File: src/logic/sysctl_pkg.sv
// Bus widths, address map, simulation sizes and the bus request and response structs
`default_nettype none

package sysctl_pkg;

	// Bus widths
	localparam int ADDR_W = 32;
	localparam int DATA_W = 32;
	localparam int STRB_W = DATA_W / 8;

	// Block RAM at the bottom of the map
	localparam int BRAM_WORDS = 256;
	localparam int BRAM_AW = $clog2(BRAM_WORDS);
	localparam logic [ADDR_W-1:0] BRAM_BYTES = ADDR_W'(BRAM_WORDS * 4);

	// Regions selected by the top nibble
	localparam logic [ADDR_W-1:0] REGION_MASK = 32'hf000_0000;
	localparam logic [ADDR_W-1:0] REGION_SYS = 32'hf000_0000;

	// System register offsets, low half of the address
	localparam int OFFS_W = 16;
	localparam logic [OFFS_W-1:0] REG_LED = 16'h1000;
	localparam logic [OFFS_W-1:0] REG_RTC = 16'h1100;

	// LED pin is active low
	localparam logic LED_OFF = 1'b1;

	// Clock cycles per second
	localparam int RTC_TICKS = 50;

	typedef struct packed {
		logic [ADDR_W-1:0] addr;
		logic [DATA_W-1:0] wdata;
		// All zero for a read
		logic [STRB_W-1:0] wstrb;
	} mem_req_t;

	typedef struct packed {
		logic [DATA_W-1:0] rdata;
		logic ready;
	} mem_rsp_t;

endpackage

`default_nettype wire

File: src/logic/rtc_counter.sv
// Real-time clock with cycle prescaler and running seconds counter
`timescale 1ns/1ps
`default_nettype none

module rtc_counter import sysctl_pkg::*; #(
	parameter int TICKS = RTC_TICKS
) (
	input logic clk,
	input logic resetn,
	output logic [DATA_W-1:0] secs_o
);

	typedef logic [$clog2(TICKS)-1:0] presc_t;

	presc_t presc_q;
	logic [DATA_W-1:0] secs_q;
	logic wrap;

	// Last cycle of the current second
	assign wrap = presc_q == presc_t'(TICKS - 1);

	always_ff @(posedge clk) begin
		if (!resetn) begin
			presc_q <= '0;
			secs_q <= '0;
		end else if (wrap) begin
			presc_q <= '0;
			secs_q <= secs_q + DATA_W'(1);
		end else begin
			presc_q <= presc_q + presc_t'(1);
		end
	end

	assign secs_o = secs_q;

endmodule

`default_nettype wire

File: config.mk
export PLATFORM = sky130hd
export DESIGN_NAME = rtc_counter
export DESIGN_NICKNAME = d
export VERILOG_FILES = /design/src/logic/sysctl_pkg.sv /design/src/logic/rtc_counter.sv
export SDC_FILE = /design/constraint.sdc
export NUM_CORES = 1
export LEC_CHECK = 0
export BUFFER_PORTS_ARGS = -buffer_cell sky130_fd_sc_hd__buf_2
export CELL_PAD_IN_SITES_DETAIL_PLACEMENT = 1
export CELL_PAD_IN_SITES_GLOBAL_PLACEMENT = 1
export CORE_AREA = 2 2 71 73
export DETAILED_ROUTE_END_ITERATION = 10
export DIE_AREA = 0 0 73 75
export GPL_ROUTABILITY_DRIVEN = 1
export GPL_TIMING_DRIVEN = 0
export PLACE_DENSITY = 0.8
export SLEW_MARGIN = 15
export SYNTH_ARGS = -nofsm -noshare
export SYNTH_HDL_FRONTEND = slang
export SYNTH_SLANG_ARGS = --single-unit
File: constraint.sdc
create_clock -name clk -period 2.2 [get_ports clk]
set_clock_uncertainty 0.05 [all_clocks]
set_input_delay 0.22 -clock clk [delete_from_list [all_inputs] [get_ports clk]]
set_output_delay 0.22 -clock clk [all_outputs]
set_load 0.02 [all_outputs]
---- Word level (Yosys, flattened, before mapping) ----
Cells that the tools add are included.
W data, S select, Z words.
operators by class
  bitwise gates (word level) .............. 1
  add/subtract/negate cells ............... 2
  equal/unequal tests ..................... 1
  reduce and logical (&&, ||, !) cells .... 1
operator list
  operator                 number
  $add A32 B1 Y32 const B  1
  $add A6 B1 Y6 const B    1
  $eq A6 B6 Y1 const B     1
  $reduce_or A2 Y1         1
  $not A1 Y1               1
storage, ports and cells
  register bits after elaboration ......... 38
  word-level logic and storage cells ...... 7
  input bits .............................. 2

---- Depth between registers and ports, before layout ----
  depth after elaboration ................. 2
  depth in mapped cells ................... 8

---- Least setup slack after synthesis ----
Ideal clock, no wire load.
  path type ............................... register to register
  start point ............................. reg secs_q[0], in the netlist secs_o[0]
  end point ............................... reg secs_q[30], in the netlist secs_o[30]
  data required time ...................... 2.080 ns
  cell stages (with the launch flop) ...... 7
  setup slack ............................. 0.320 ns
  data arrival time ....................... 1.760 ns
  period minus slack after synthesis ...... 1.880 ns
  library setup time ...................... 0.070 ns
  buffers on the path ..................... 1
  path through ............................ dfxtp_1 > ha_1 > and2_1 > nand4_4 > buf_4 > or4_1 > a21oi_1
on the way
  longest elaborated chain between the ends .. 1
ends and longest elaborated chain
  item                    line               text
  start, declared         rtc_counter.sv:16  logic [DATA_W-1:0] secs_q;
  start signal, assigned  rtc_counter.sv:28  secs_q <= secs_q + DATA_W'(1);
  $add A32 B1 Y32         rtc_counter.sv:28
No other way between the ends.
A chain may end at the register's enable or synchronous reset.

---- Worst setup path in the final report ----
  start point ............................. reg presc_q[0]
  end point ............................... reg secs_q[30], in the netlist secs_o[30]
on the way
  longest elaborated chain between the ends .. 1
ends and longest elaborated chain
  item                    line               text
  start, declared         rtc_counter.sv:15  presc_t presc_q;
  start signal, assigned  rtc_counter.sv:30  presc_q <= presc_q + presc_t'(1);
  $eq A6 B6 Y1            rtc_counter.sv:20  assign wrap = presc_q == presc_t'(TICKS - 1);
No other way between the ends.

==> impl_metrics.tcl <==
set metrics [dict create \
    status "complete, no violations" \
    area_growth_pct 18.08 \
    synth_top_cell_by_area "dfxtp_1" \
    yosys-top-cells-area "dfxtp_1 41%, a21oi_1 4.3%, xor2_1 4.3%, nand4_1 4.0%, o31ai_1 3.6%" \
    post_synth.cell_area_avg_sq_um 8.788 \
    cts_root_buf "clkbuf_8" \
    worstSetupPathType "reg -> reg" \
    ys_ff_latch 38 \
    portBuffers 33 \
    die_h_um 75 \
    required_ns 2.37 \
    grt_usage_pct 18.72 \
    syn-num-nets 216 \
    clk_pin_slew_worst_paths_ns 0.08 \
    setup_viol 0 \
    cellPowerDensity_nw_per_um2 561.8 \
    clockBufferDepth 2 \
    die-width_um 73 \
    fin_util_pct 46.98 \
    cts_sinks 38 \
    yosysTopAreaCellShare_pct 41.03 \
    tritoncts "built" \
    synth_warnings 0 \
    vias_per_cell 5.853 \
    worst_pin_slew_ns 0.5311 \
    layout-drive-gt1-share_pct 19.44 \
    timing.fmax_mhz 489.4 \
    p_leak_nw 0.8402 \
    grt_pass1_vias 1687 \
    antenna_found_initial 0 \
    synth.distinct_cells 30 \
    post-route-period-util_pct 92.88 \
    placed_cell_area_sq_um 2087 \
    hold_viol 0 \
    drc 0 \
    postCtsSetupBuffers 0 \
    tns_ns 0 \
    route.vias.total 1791 \
    crit_path_start_kind "flip-flop" \
    drtPass1Iterations 4 \
    crit-reg2reg-capture "secs_o[30]$_SDFFE_PN0N_" \
    max_cap_violations 0 \
    clock_latency_ns 0.29 \
    ir_drop_mv 0.2481 \
    fin_crit_ns 2.043 \
    crit_arrival_ns 2.21 \
    hold_class "in -> reg" \
    coreArea_sq_um 4661 \
    syn_inst 211 \
    initial_core_util_pct 39.79 \
    reg2reg_slack_ns 0.16 \
    route.detailed.wl_per_inst_um 16.16 \
    num_rows 25 \
    layout_commonest_cell "dfxtp_1" \
    crit_path_end_kind "flip-flop" \
    final_cell_area_sq_um 2190 \
    crit_fanout 10 \
    grt.overflow.total 0 \
    route.antenna.remaining_nets 0 \
    num_io_pins 34 \
    gp_congestion 0.7722 \
    ys_seq_area_share_pct 41.03 \
    r2r_cells 7 \
    cp-endpoint "secs_o[30]$_SDFFE_PN0N_" \
    crit_start "presc_q[0]$_SDFF_PP0_" \
    mostFrequentLayoutCells "38 x dfxtp_1, 34 x buf_2, 16 x a21oi_1" \
    cts_buffers 5 \
    syn_area_sq_um 1854 \
    finalNetCount 256 \
    htreeDepth 2 \
    drv_slew 0 \
    instances_no_fill 306 \
    diodes 0 \
    grt_max_degree 13 \
    grt_first_pass_wirelength_um 8107 \
    rsz0062_at_grt "no" \
    placed_cells 298 \
    r2r-start "presc_q[0]$_SDFF_PP0_" \
    hpwl_um 3611 \
    min_from "resetn" \
    hold_slack_ns 0.1523 \
    dieArea_sq_um 5475 \
    slew-limit-headroom_pct 64.59 \
    drt-total-wl_um 4945 \
    drt_first_iter_violations 85 \
    ctsHoldBuffers 0 \
]
final cells by class:
type | instances | area, sq um
repair buffers | 33 | 165.2
inverters | 4 | 15.01
well taps | 54 | 67.56
fillers | 577 | 2471
clock inverters | 2 | 12.51
multi-input cells | 158 | 1031
plain buffers | 11 | 55.05
clock buffers | 6 | 82.58
flip-flops and latches | 38 | 760.7
state kept, by name, indices dropped and copies added, names as in the netlist:
| register | cells |
|---|---|
| presc_q | 6 |
| secs_o | 32 |
through the flow:
step | power [W] | setup slack, ns
6_report | 0.001230 | 0.1567
5_1_grt | 0.001277 | 0.01020
4_1_cts | 0.001246 | 0.1161
3_5_place_dp | 0.0007447 | 0.1415
3_3_place_gp | 0.0007428 | 0.2256
2_1_floorplan | 0.0007338 | 0.3195
timing repair:
action                     4_1_cts  5_1_grt
gates resized for setup          0        4
setup endpoints to repair        0        3
hold endpoints to repair         0        0
power by group:
group | internal (W) | switching (W)
Clock | 0.000252 | 0.000250
Sequential | 0.000692 | 0.00000427
Combinational | 0.00000971 | 0.0000226
metal layers:
metal	part of all wire (%)	global-route usage [%]	vias to the layer above
li1	-	-	876
met3	2.9	2.677	5
met2	47	29.93	25
met1	49	26.27	885
met4	0.99	5.556	0
met5	0	0	-
synth_stat cells, drive strengths merged:
library cell  instances
buf                   3
and4bb                1
nor2                 14
nor4                  3
o21ai                 6
and4b                 2
ha                    3
inv                   4
o31ai                 9
xnor2                 2
nand2b                9
mux2i                 3
and3                  4
nand3                13
o311ai                6
or4                   9
xor2                  9
and2                  4
nand4                13
or3                   6
nand2                15
and4                  5
a21oi                16
dfxtp                38
clkbuf                8
o41ai                 6
worst max-delay path: stages, from the launching register on:
cell,delay (ns)
dfxtp_1,0.38
ha_1,0.19
and4bb_2,0.23
buf_6,0.13
nand4_4,0.12
buf_4,0.21
or4_1,0.51
a21oi_1,0.15
worst min path at each step:
stage	end	slack (ns)	cells past startpoint
after floorplan	secs_o[21]$_SDFFE_PN0N_	0.32	2
after global placement	presc_q[0]$_SDFF_PP0_	0.40	1
after detailed placement	presc_q[0]$_SDFF_PP0_	0.41	1
after CTS	secs_o[21]$_SDFFE_PN0N_	0.15	3
after global routing	secs_o[21]$_SDFFE_PN0N_	0.16	3
final	secs_o[21]$_SDFFE_PN0N_	0.15	3
cell families after synthesis:
logic type / share of synthesized area, %
fa+ha+maj: 2.025
compound gates: 15.25
xor+xnor: 5.196
simple gates: 31.17
buf+inv: 3.711
mux: 1.619
flops: 41.03
(Power assumes the default switching activity.)
