--- src/logic/sysctl_pkg.sv ---
// Bus widths, address map, simulation sizes and the bus request and response structs
`default_nettype none

package sysctl_pkg;

	// Bus widths
	localparam int ADDR_W = 32;
	localparam int DATA_W = 32;
	localparam int STRB_W = DATA_W / 8;

	// Block RAM at the bottom of the map
	localparam int BRAM_WORDS = 256;
	localparam int BRAM_AW = $clog2(BRAM_WORDS);
	localparam logic [ADDR_W-1:0] BRAM_BYTES = ADDR_W'(BRAM_WORDS * 4);

	// Regions selected by the top nibble
	localparam logic [ADDR_W-1:0] REGION_MASK = 32'hf000_0000;
	localparam logic [ADDR_W-1:0] REGION_SYS = 32'hf000_0000;

	// System register offsets, low half of the address
	localparam int OFFS_W = 16;
	localparam logic [OFFS_W-1:0] REG_LED = 16'h1000;
	localparam logic [OFFS_W-1:0] REG_RTC = 16'h1100;

	// LED pin is active low
	localparam logic LED_OFF = 1'b1;

	// Clock cycles per second
	localparam int RTC_TICKS = 50;

	typedef struct packed {
		logic [ADDR_W-1:0] addr;
		logic [DATA_W-1:0] wdata;
		// All zero for a read
		logic [STRB_W-1:0] wstrb;
	} mem_req_t;

	typedef struct packed {
		logic [DATA_W-1:0] rdata;
		logic ready;
	} mem_rsp_t;

endpackage

`default_nettype wire

--- src/logic/sysreg_block.sv ---
// System register target holding the LED register and the seconds readout
`timescale 1ns/1ps
`default_nettype none

module sysreg_block import sysctl_pkg::*; (
	input logic clk,
	input logic resetn,
	input logic sel_i,
	input mem_req_t req_i,
	input logic [DATA_W-1:0] secs_i,
	output mem_rsp_t rsp_o,
	output logic led_o
);

	logic [OFFS_W-1:0] offset;
	logic is_write;

	logic [DATA_W-1:0] rd_next;
	logic [DATA_W-1:0] rdata_q;
	logic ack_q;
	logic led_q;

	assign offset = req_i.addr[OFFS_W-1:0];
	assign is_write = |req_i.wstrb;

	// Read mux, unused offsets and writes return zero
	always_comb begin
		rd_next = '0;
		if (!is_write) begin
			case (offset)
				REG_LED: begin
					rd_next[0] = ~led_q;
				end
				REG_RTC: begin
					rd_next = secs_i;
				end
				default: begin
					rd_next = '0;
				end
			endcase
		end
	end

	always_ff @(posedge clk) begin
		if (!resetn) begin
			ack_q <= 1'b0;
			led_q <= LED_OFF;
		end else begin
			ack_q <= sel_i;
			// Pin is driven low to light the LED
			if (sel_i && is_write && offset == REG_LED) begin
				led_q <= ~req_i.wdata[0];
			end
		end
	end

	always_ff @(posedge clk) begin
		if (sel_i) begin
			rdata_q <= rd_next;
		end
	end

	assign rsp_o.rdata = ack_q ? rdata_q : '0;
	assign rsp_o.ready = ack_q;

	assign led_o = led_q;

endmodule

`default_nettype wire

--- config.mk ---
export PLATFORM = sky130hd
export DESIGN_NAME = sysreg_block
export DESIGN_NICKNAME = d
export VERILOG_FILES = /design/src/logic/sysctl_pkg.sv /design/src/logic/sysreg_block.sv
export SDC_FILE = /design/constraint.sdc
export NUM_CORES = 1
export LEC_CHECK = 0
export ABC_AREA = 1
export ABC_CLOCK_PERIOD_IN_PS = 1250
export BUFFER_PORTS_ARGS = -buffer_cell sky130_fd_sc_hd__buf_2
export CORE_ASPECT_RATIO = 0.6
export CORE_MARGIN = 10
export CORE_UTILIZATION = 40
export DETAILED_ROUTE_END_ITERATION = 12
export HOLD_SLACK_MARGIN = 0.1
export MAX_ROUTING_LAYER = met4
export PLACE_DENSITY = 0.81
export SLEW_MARGIN = 25
export SYNTH_ARGS = -nofsm -noshare
export SYNTH_HDL_FRONTEND = slang
export SYNTH_SLANG_ARGS = --single-unit
--- constraint.sdc ---
create_clock -name clk -period 1.25 [get_ports clk]
set_input_delay 0.1875 -clock clk [delete_from_list [all_inputs] [get_ports clk]]
set_output_delay 0.1875 -clock clk [all_outputs]
set_load 0.02 [all_outputs]
# --- Yosys cells after proc, flatten, opt, wreduce, memory -nomap -nowiden ---
# Cells that the tools add are included.
# Widths: inputs -> output; s select.
totals:
  ram_bits: 0
  in_bits: 103
  rom_bits: 0
  out_inout_bits: 34
  word_cells: 15
  mem_count: 0
  latchBits: 0
  regBits: 34
classes:
  div_mod_pow: 0
  n_shift: 0
  n_eq_ne: 2
  n_addsub: 0
  n_bitwise: 3
  n_mul: 0
  order_cmp: 0
  muxes: 2
  n_reduce_logical: 4
op_table:
  columns: ["op", "count"]
  rows:
  - ["$eq 16x13->1 const B", 2]
  - ["$mux 32", 1]
  - ["$reduce_or 5->1", 1]
  - ["$reduce_or 4->1", 1]
  - ["$not 1->1", 3]
  - ["$logic_and 1x1->1", 2]
  - ["$pmux 1 s2", 1]

# --- Longest topological paths before layout ---
depth:
  word_depth: 3
  depth_mapped: 7
  mapped_depth_nobuf: 7

# --- Least setup slack after synthesis ---
# No wires, ideal clock.
synth_timing:
  kind: "register to output"
  start: "reg ack_q"
  end: "out rsp_o[10] (netlist name)"
  arrival_time_ns: 0.861
  setup_slack_ns: 0.201
  t_required_ns: 1.062
  stages_incl_launch_ff: 4
  path_buffers: 1
  path_cell_list: "dfxtp_1 clkbuf_1 nand2_1 inv_1"
synth_rtl:
  columns: ["item", "line", "text"]
  rows:
  - ["start, declared", "sysreg_block.sv:20", "logic ack_q;"]
  - ["start signal, assigned", "sysreg_block.sv:49", "ack_q <= sel_i;"]
  - ["end, declared", "sysreg_block.sv:11", "output mem_rsp_t rsp_o,"]

==> summary.txt <==
Outcome
  • Outcome: finished, final reports clean

Clock network
  • CTS Hold Buffers Added: 0
  • H-tree levels: 2
  • Clock transition at path regs: 70 ps
  • Setup Fix Bufs, Post-CTS: 0
  • Cts bufs inserted: 5
  • Worst skew pair latency: 280 ps
  • Post-cts sizing count: 34
  • Root Driver: clkbuf_8
  • Clock Sinks: 34
  • Max Buffers Root-to-Sink: 2
  • CTS tree: built

STA
  • RSZ-0062 raised after global routing: true
  • Hold WS: 108.2 ps
  • Hold violation count in the final report: 0
  • Final setup violation count: 0
  • Final Critical Period: 1225 ps
  • Setup Skew: 1.666 ps
  • Max Transition Viols Final: 0
  • Slew margin rel.: 0.8089
  • Final worst-path cycle share: 0.9803
  • Transition time of the tightest slew-check pin: 284.1 ps
  • Achievable frequency: 0.8160 GHz

Routing
  • Post-route ant nets: 0
  • Initial DRC count: 30
  • Final wirelength: 4.476 mm
  • DRC viols: 0
  • Vias: 1444
  • DR pass1 iterations: 3
  • Via density: 4.034
  • WL/cell: 12.50 µm

Global route
  • Initial antenna violation count: 0
  • Pin count of the biggest net entering global routing: 19
  • Vias in the first global route: 1527
  • First-pass GRT wire length: 7.162 mm
  • Tot GR Track Use: 0.1221
  • Total gr overflow: 0

Synth
  • Top post-synthesis cells by area: edfxtp_1, inv_1, nor2_2
  • Largest family of logic cells by synthesized area: simple AND/OR/NAND/NOR gates
  • Synth warnings: 0
  • Mux cell area share after synthesis: 0
  • Number of synthesized register bits: 34
  • Post-synth top area cell: edfxtp_1
  • Syn_nets: 303
  • Sequential area share after synthesis: 0.5622
  • Synth unique cells: 17
  • Area share of the largest cell type after synthesis: 0.5397
  • Mean area per synthesized cell: 8.902 µm²
  • Synthesized-area fraction occupied by adder cells: 0
  • Synth Area in XOR/XNOR: 0
  • Compound-Gate Fraction of Synth Area: 0.007027
  • Cell Area, Synth: 1780 µm²
  • Synth Instances: 200
  • Simple-gate share of the synthesized area: 0.2579

Final layout
  • Commonest non-fill, non-tap cell in the layout: buf_2
  • Number of nets in the layout: 400
  • Share of cells above drive strength 1: 0.5034
  • ANT cells: 0
  • Synthesis-to-layout area growth: 48.00%
  • Commonest cells after routing, fill and taps aside: buf_2, inv_1, nand2_1

Worst hold path
  • Hold path startpoint: resetn
  • Hold crit path type: input pin to flop
  • Hold Path Depth: 3
  • Worst Hold Endpoint: ack_q

Run
  • Max Cap Viol: 0

Die
  • Starting Density: 0.4250
  • DIE HEIGHT: 71.68 µm
  • Core box area: 4189 µm²
  • Io pins: 137
  • Die Area: 7607 µm²
  • Die width: 106.1 µm
  • FP Rows: 18

Worst setup path
  • Reg2reg setup slack: 430 ps
  • Startpoint types: flop
  • Critical Path Fanout Max: 15
  • Worst reg-to-reg path cell count: 3
  • WP data required: 1060 ps
  • Slowest-stage cell, CP: dfxtp_4
  • WP data arrival: 1040 ps
  • RR Startpoint: led_o
  • Critical path class: flop to output port
  • Worst setup EP type: output port
  • CP Cell Sequence: buf_12 -> nand2_1 -> inv_1 -> buf_6
  • Reg-to-reg critical path endpoint: rdata_q[0]
  • Critical path's largest stage delay: 380 ps

Pwr
  • VDD IR-drop max: 495.8 µV
  • Pwr per Cell Area: 926.7 nW/µm²
  • Leak: 1.448 nW
  • Design Power: 0.002442 W

Place
  • DP Wirelength: 3.557 mm
  • GPL Wtd Cong: 0.7682
  • Port bufs: 89
## power by group
| part | switching, W | leakage, nW | internal, W |
|---|---|---|---|
| logic | 0.000196 | 1.08 | 0.000183 |
| registers | 0.0000181 | 0.321 | 0.00129 |
| clock network | 0.000370 | 0.0426 | 0.000382 |
## metal layers
| layer | wire (µm) | share of wire | vias up | track usage |
|---|---|---|---|---|
| met3 | 417 | 0.093 | 6 | 0.05089 |
| met4 | 55 | 0.012 | 0 | 0.04484 |
| met5 | 0 | 0 | - | - |
| met1 | 1807 | 0.40 | 625 | 0.1274 |
| li1 | - | - | 761 | - |
| met2 | 2195 | 0.49 | 52 | 0.2049 |
## synth_stat cells
cell type,count
inv_1,68
nand2_1,38
edfxtp_1,32
nor2_2,30
nor2_1,11
buf_6,3
clkbuf_1,3
nor2_4,3
dfxtp_1,2
nand3_1,2
nand4_1,2
a21boi_0,1
and2_1,1
buf_4,1
nand3_4,1
nand3b_1,1
o21ai_0,1
## how the worst max path moves through the flow
stage	slack, ps	end	from	depth (start not counted)
2_1_floorplan	200	rsp_o[10]	ack_q	3
3_3_place_gp	90	rdata_q[17]	req_i[37]	7
3_5_place_dp	40	rdata_q[5]	req_i[47]	7
4_1_cts	-10	rsp_o[26]	ack_q	4
5_1_grt	-40	rsp_o[17]	ack_q	4
6_report	20	rsp_o[27]	ack_q	4
## worst max-delay path: cells and delay by family, from the launching register on
kind / cells / cell delay [ps]
buffers and inverters: 3 / 320
DFF: 1 / 380
and+or+nand+nor: 1 / 60
## area by class of cell
type | instances | area (µm²)
flip-flops and latches | 34 | 1005
clock inverters | 2 | 8.758
fillers | 388 | 1554
clock buffers | 6 | 72.57
inverters | 68 | 255.2
well taps | 60 | 75.07
multi-input cells | 91 | 471.7
repair buffers | 97 | 747.0
## through the flow
stage / area [µm²] / setup TNS, ps / cells / utilization / worst slack [ps]
2_1_floorplan: 1780 / 0 / 200 / - / 201.1
3_3_place_gp: 2333 / 0 / 350 / 0.5570 / 94.75
3_5_place_dp: 2333 / 0 / 350 / 0.5570 / 39.25
4_1_cts: 2504 / -14.15 / 358 / 0.5977 / -11.87
5_1_grt: 2635 / -687.0 / 358 / 0.6290 / -43.35
6_report: 2635 / 0 / 358 / 0.6290 / 24.58
## sequential cells by signal, summed over array words and instances (netlist names)
name	flops
ack_q	1
led_o	1
rdata_q	32
## logic make-up after synthesis
group,count (synthesis)
AND/OR/NAND/NOR,89
flip-flops,34
AO/OA/AOI/OAI,2
buffers and inverters,75
Note: power is estimated with default switching activity, not from simulation.
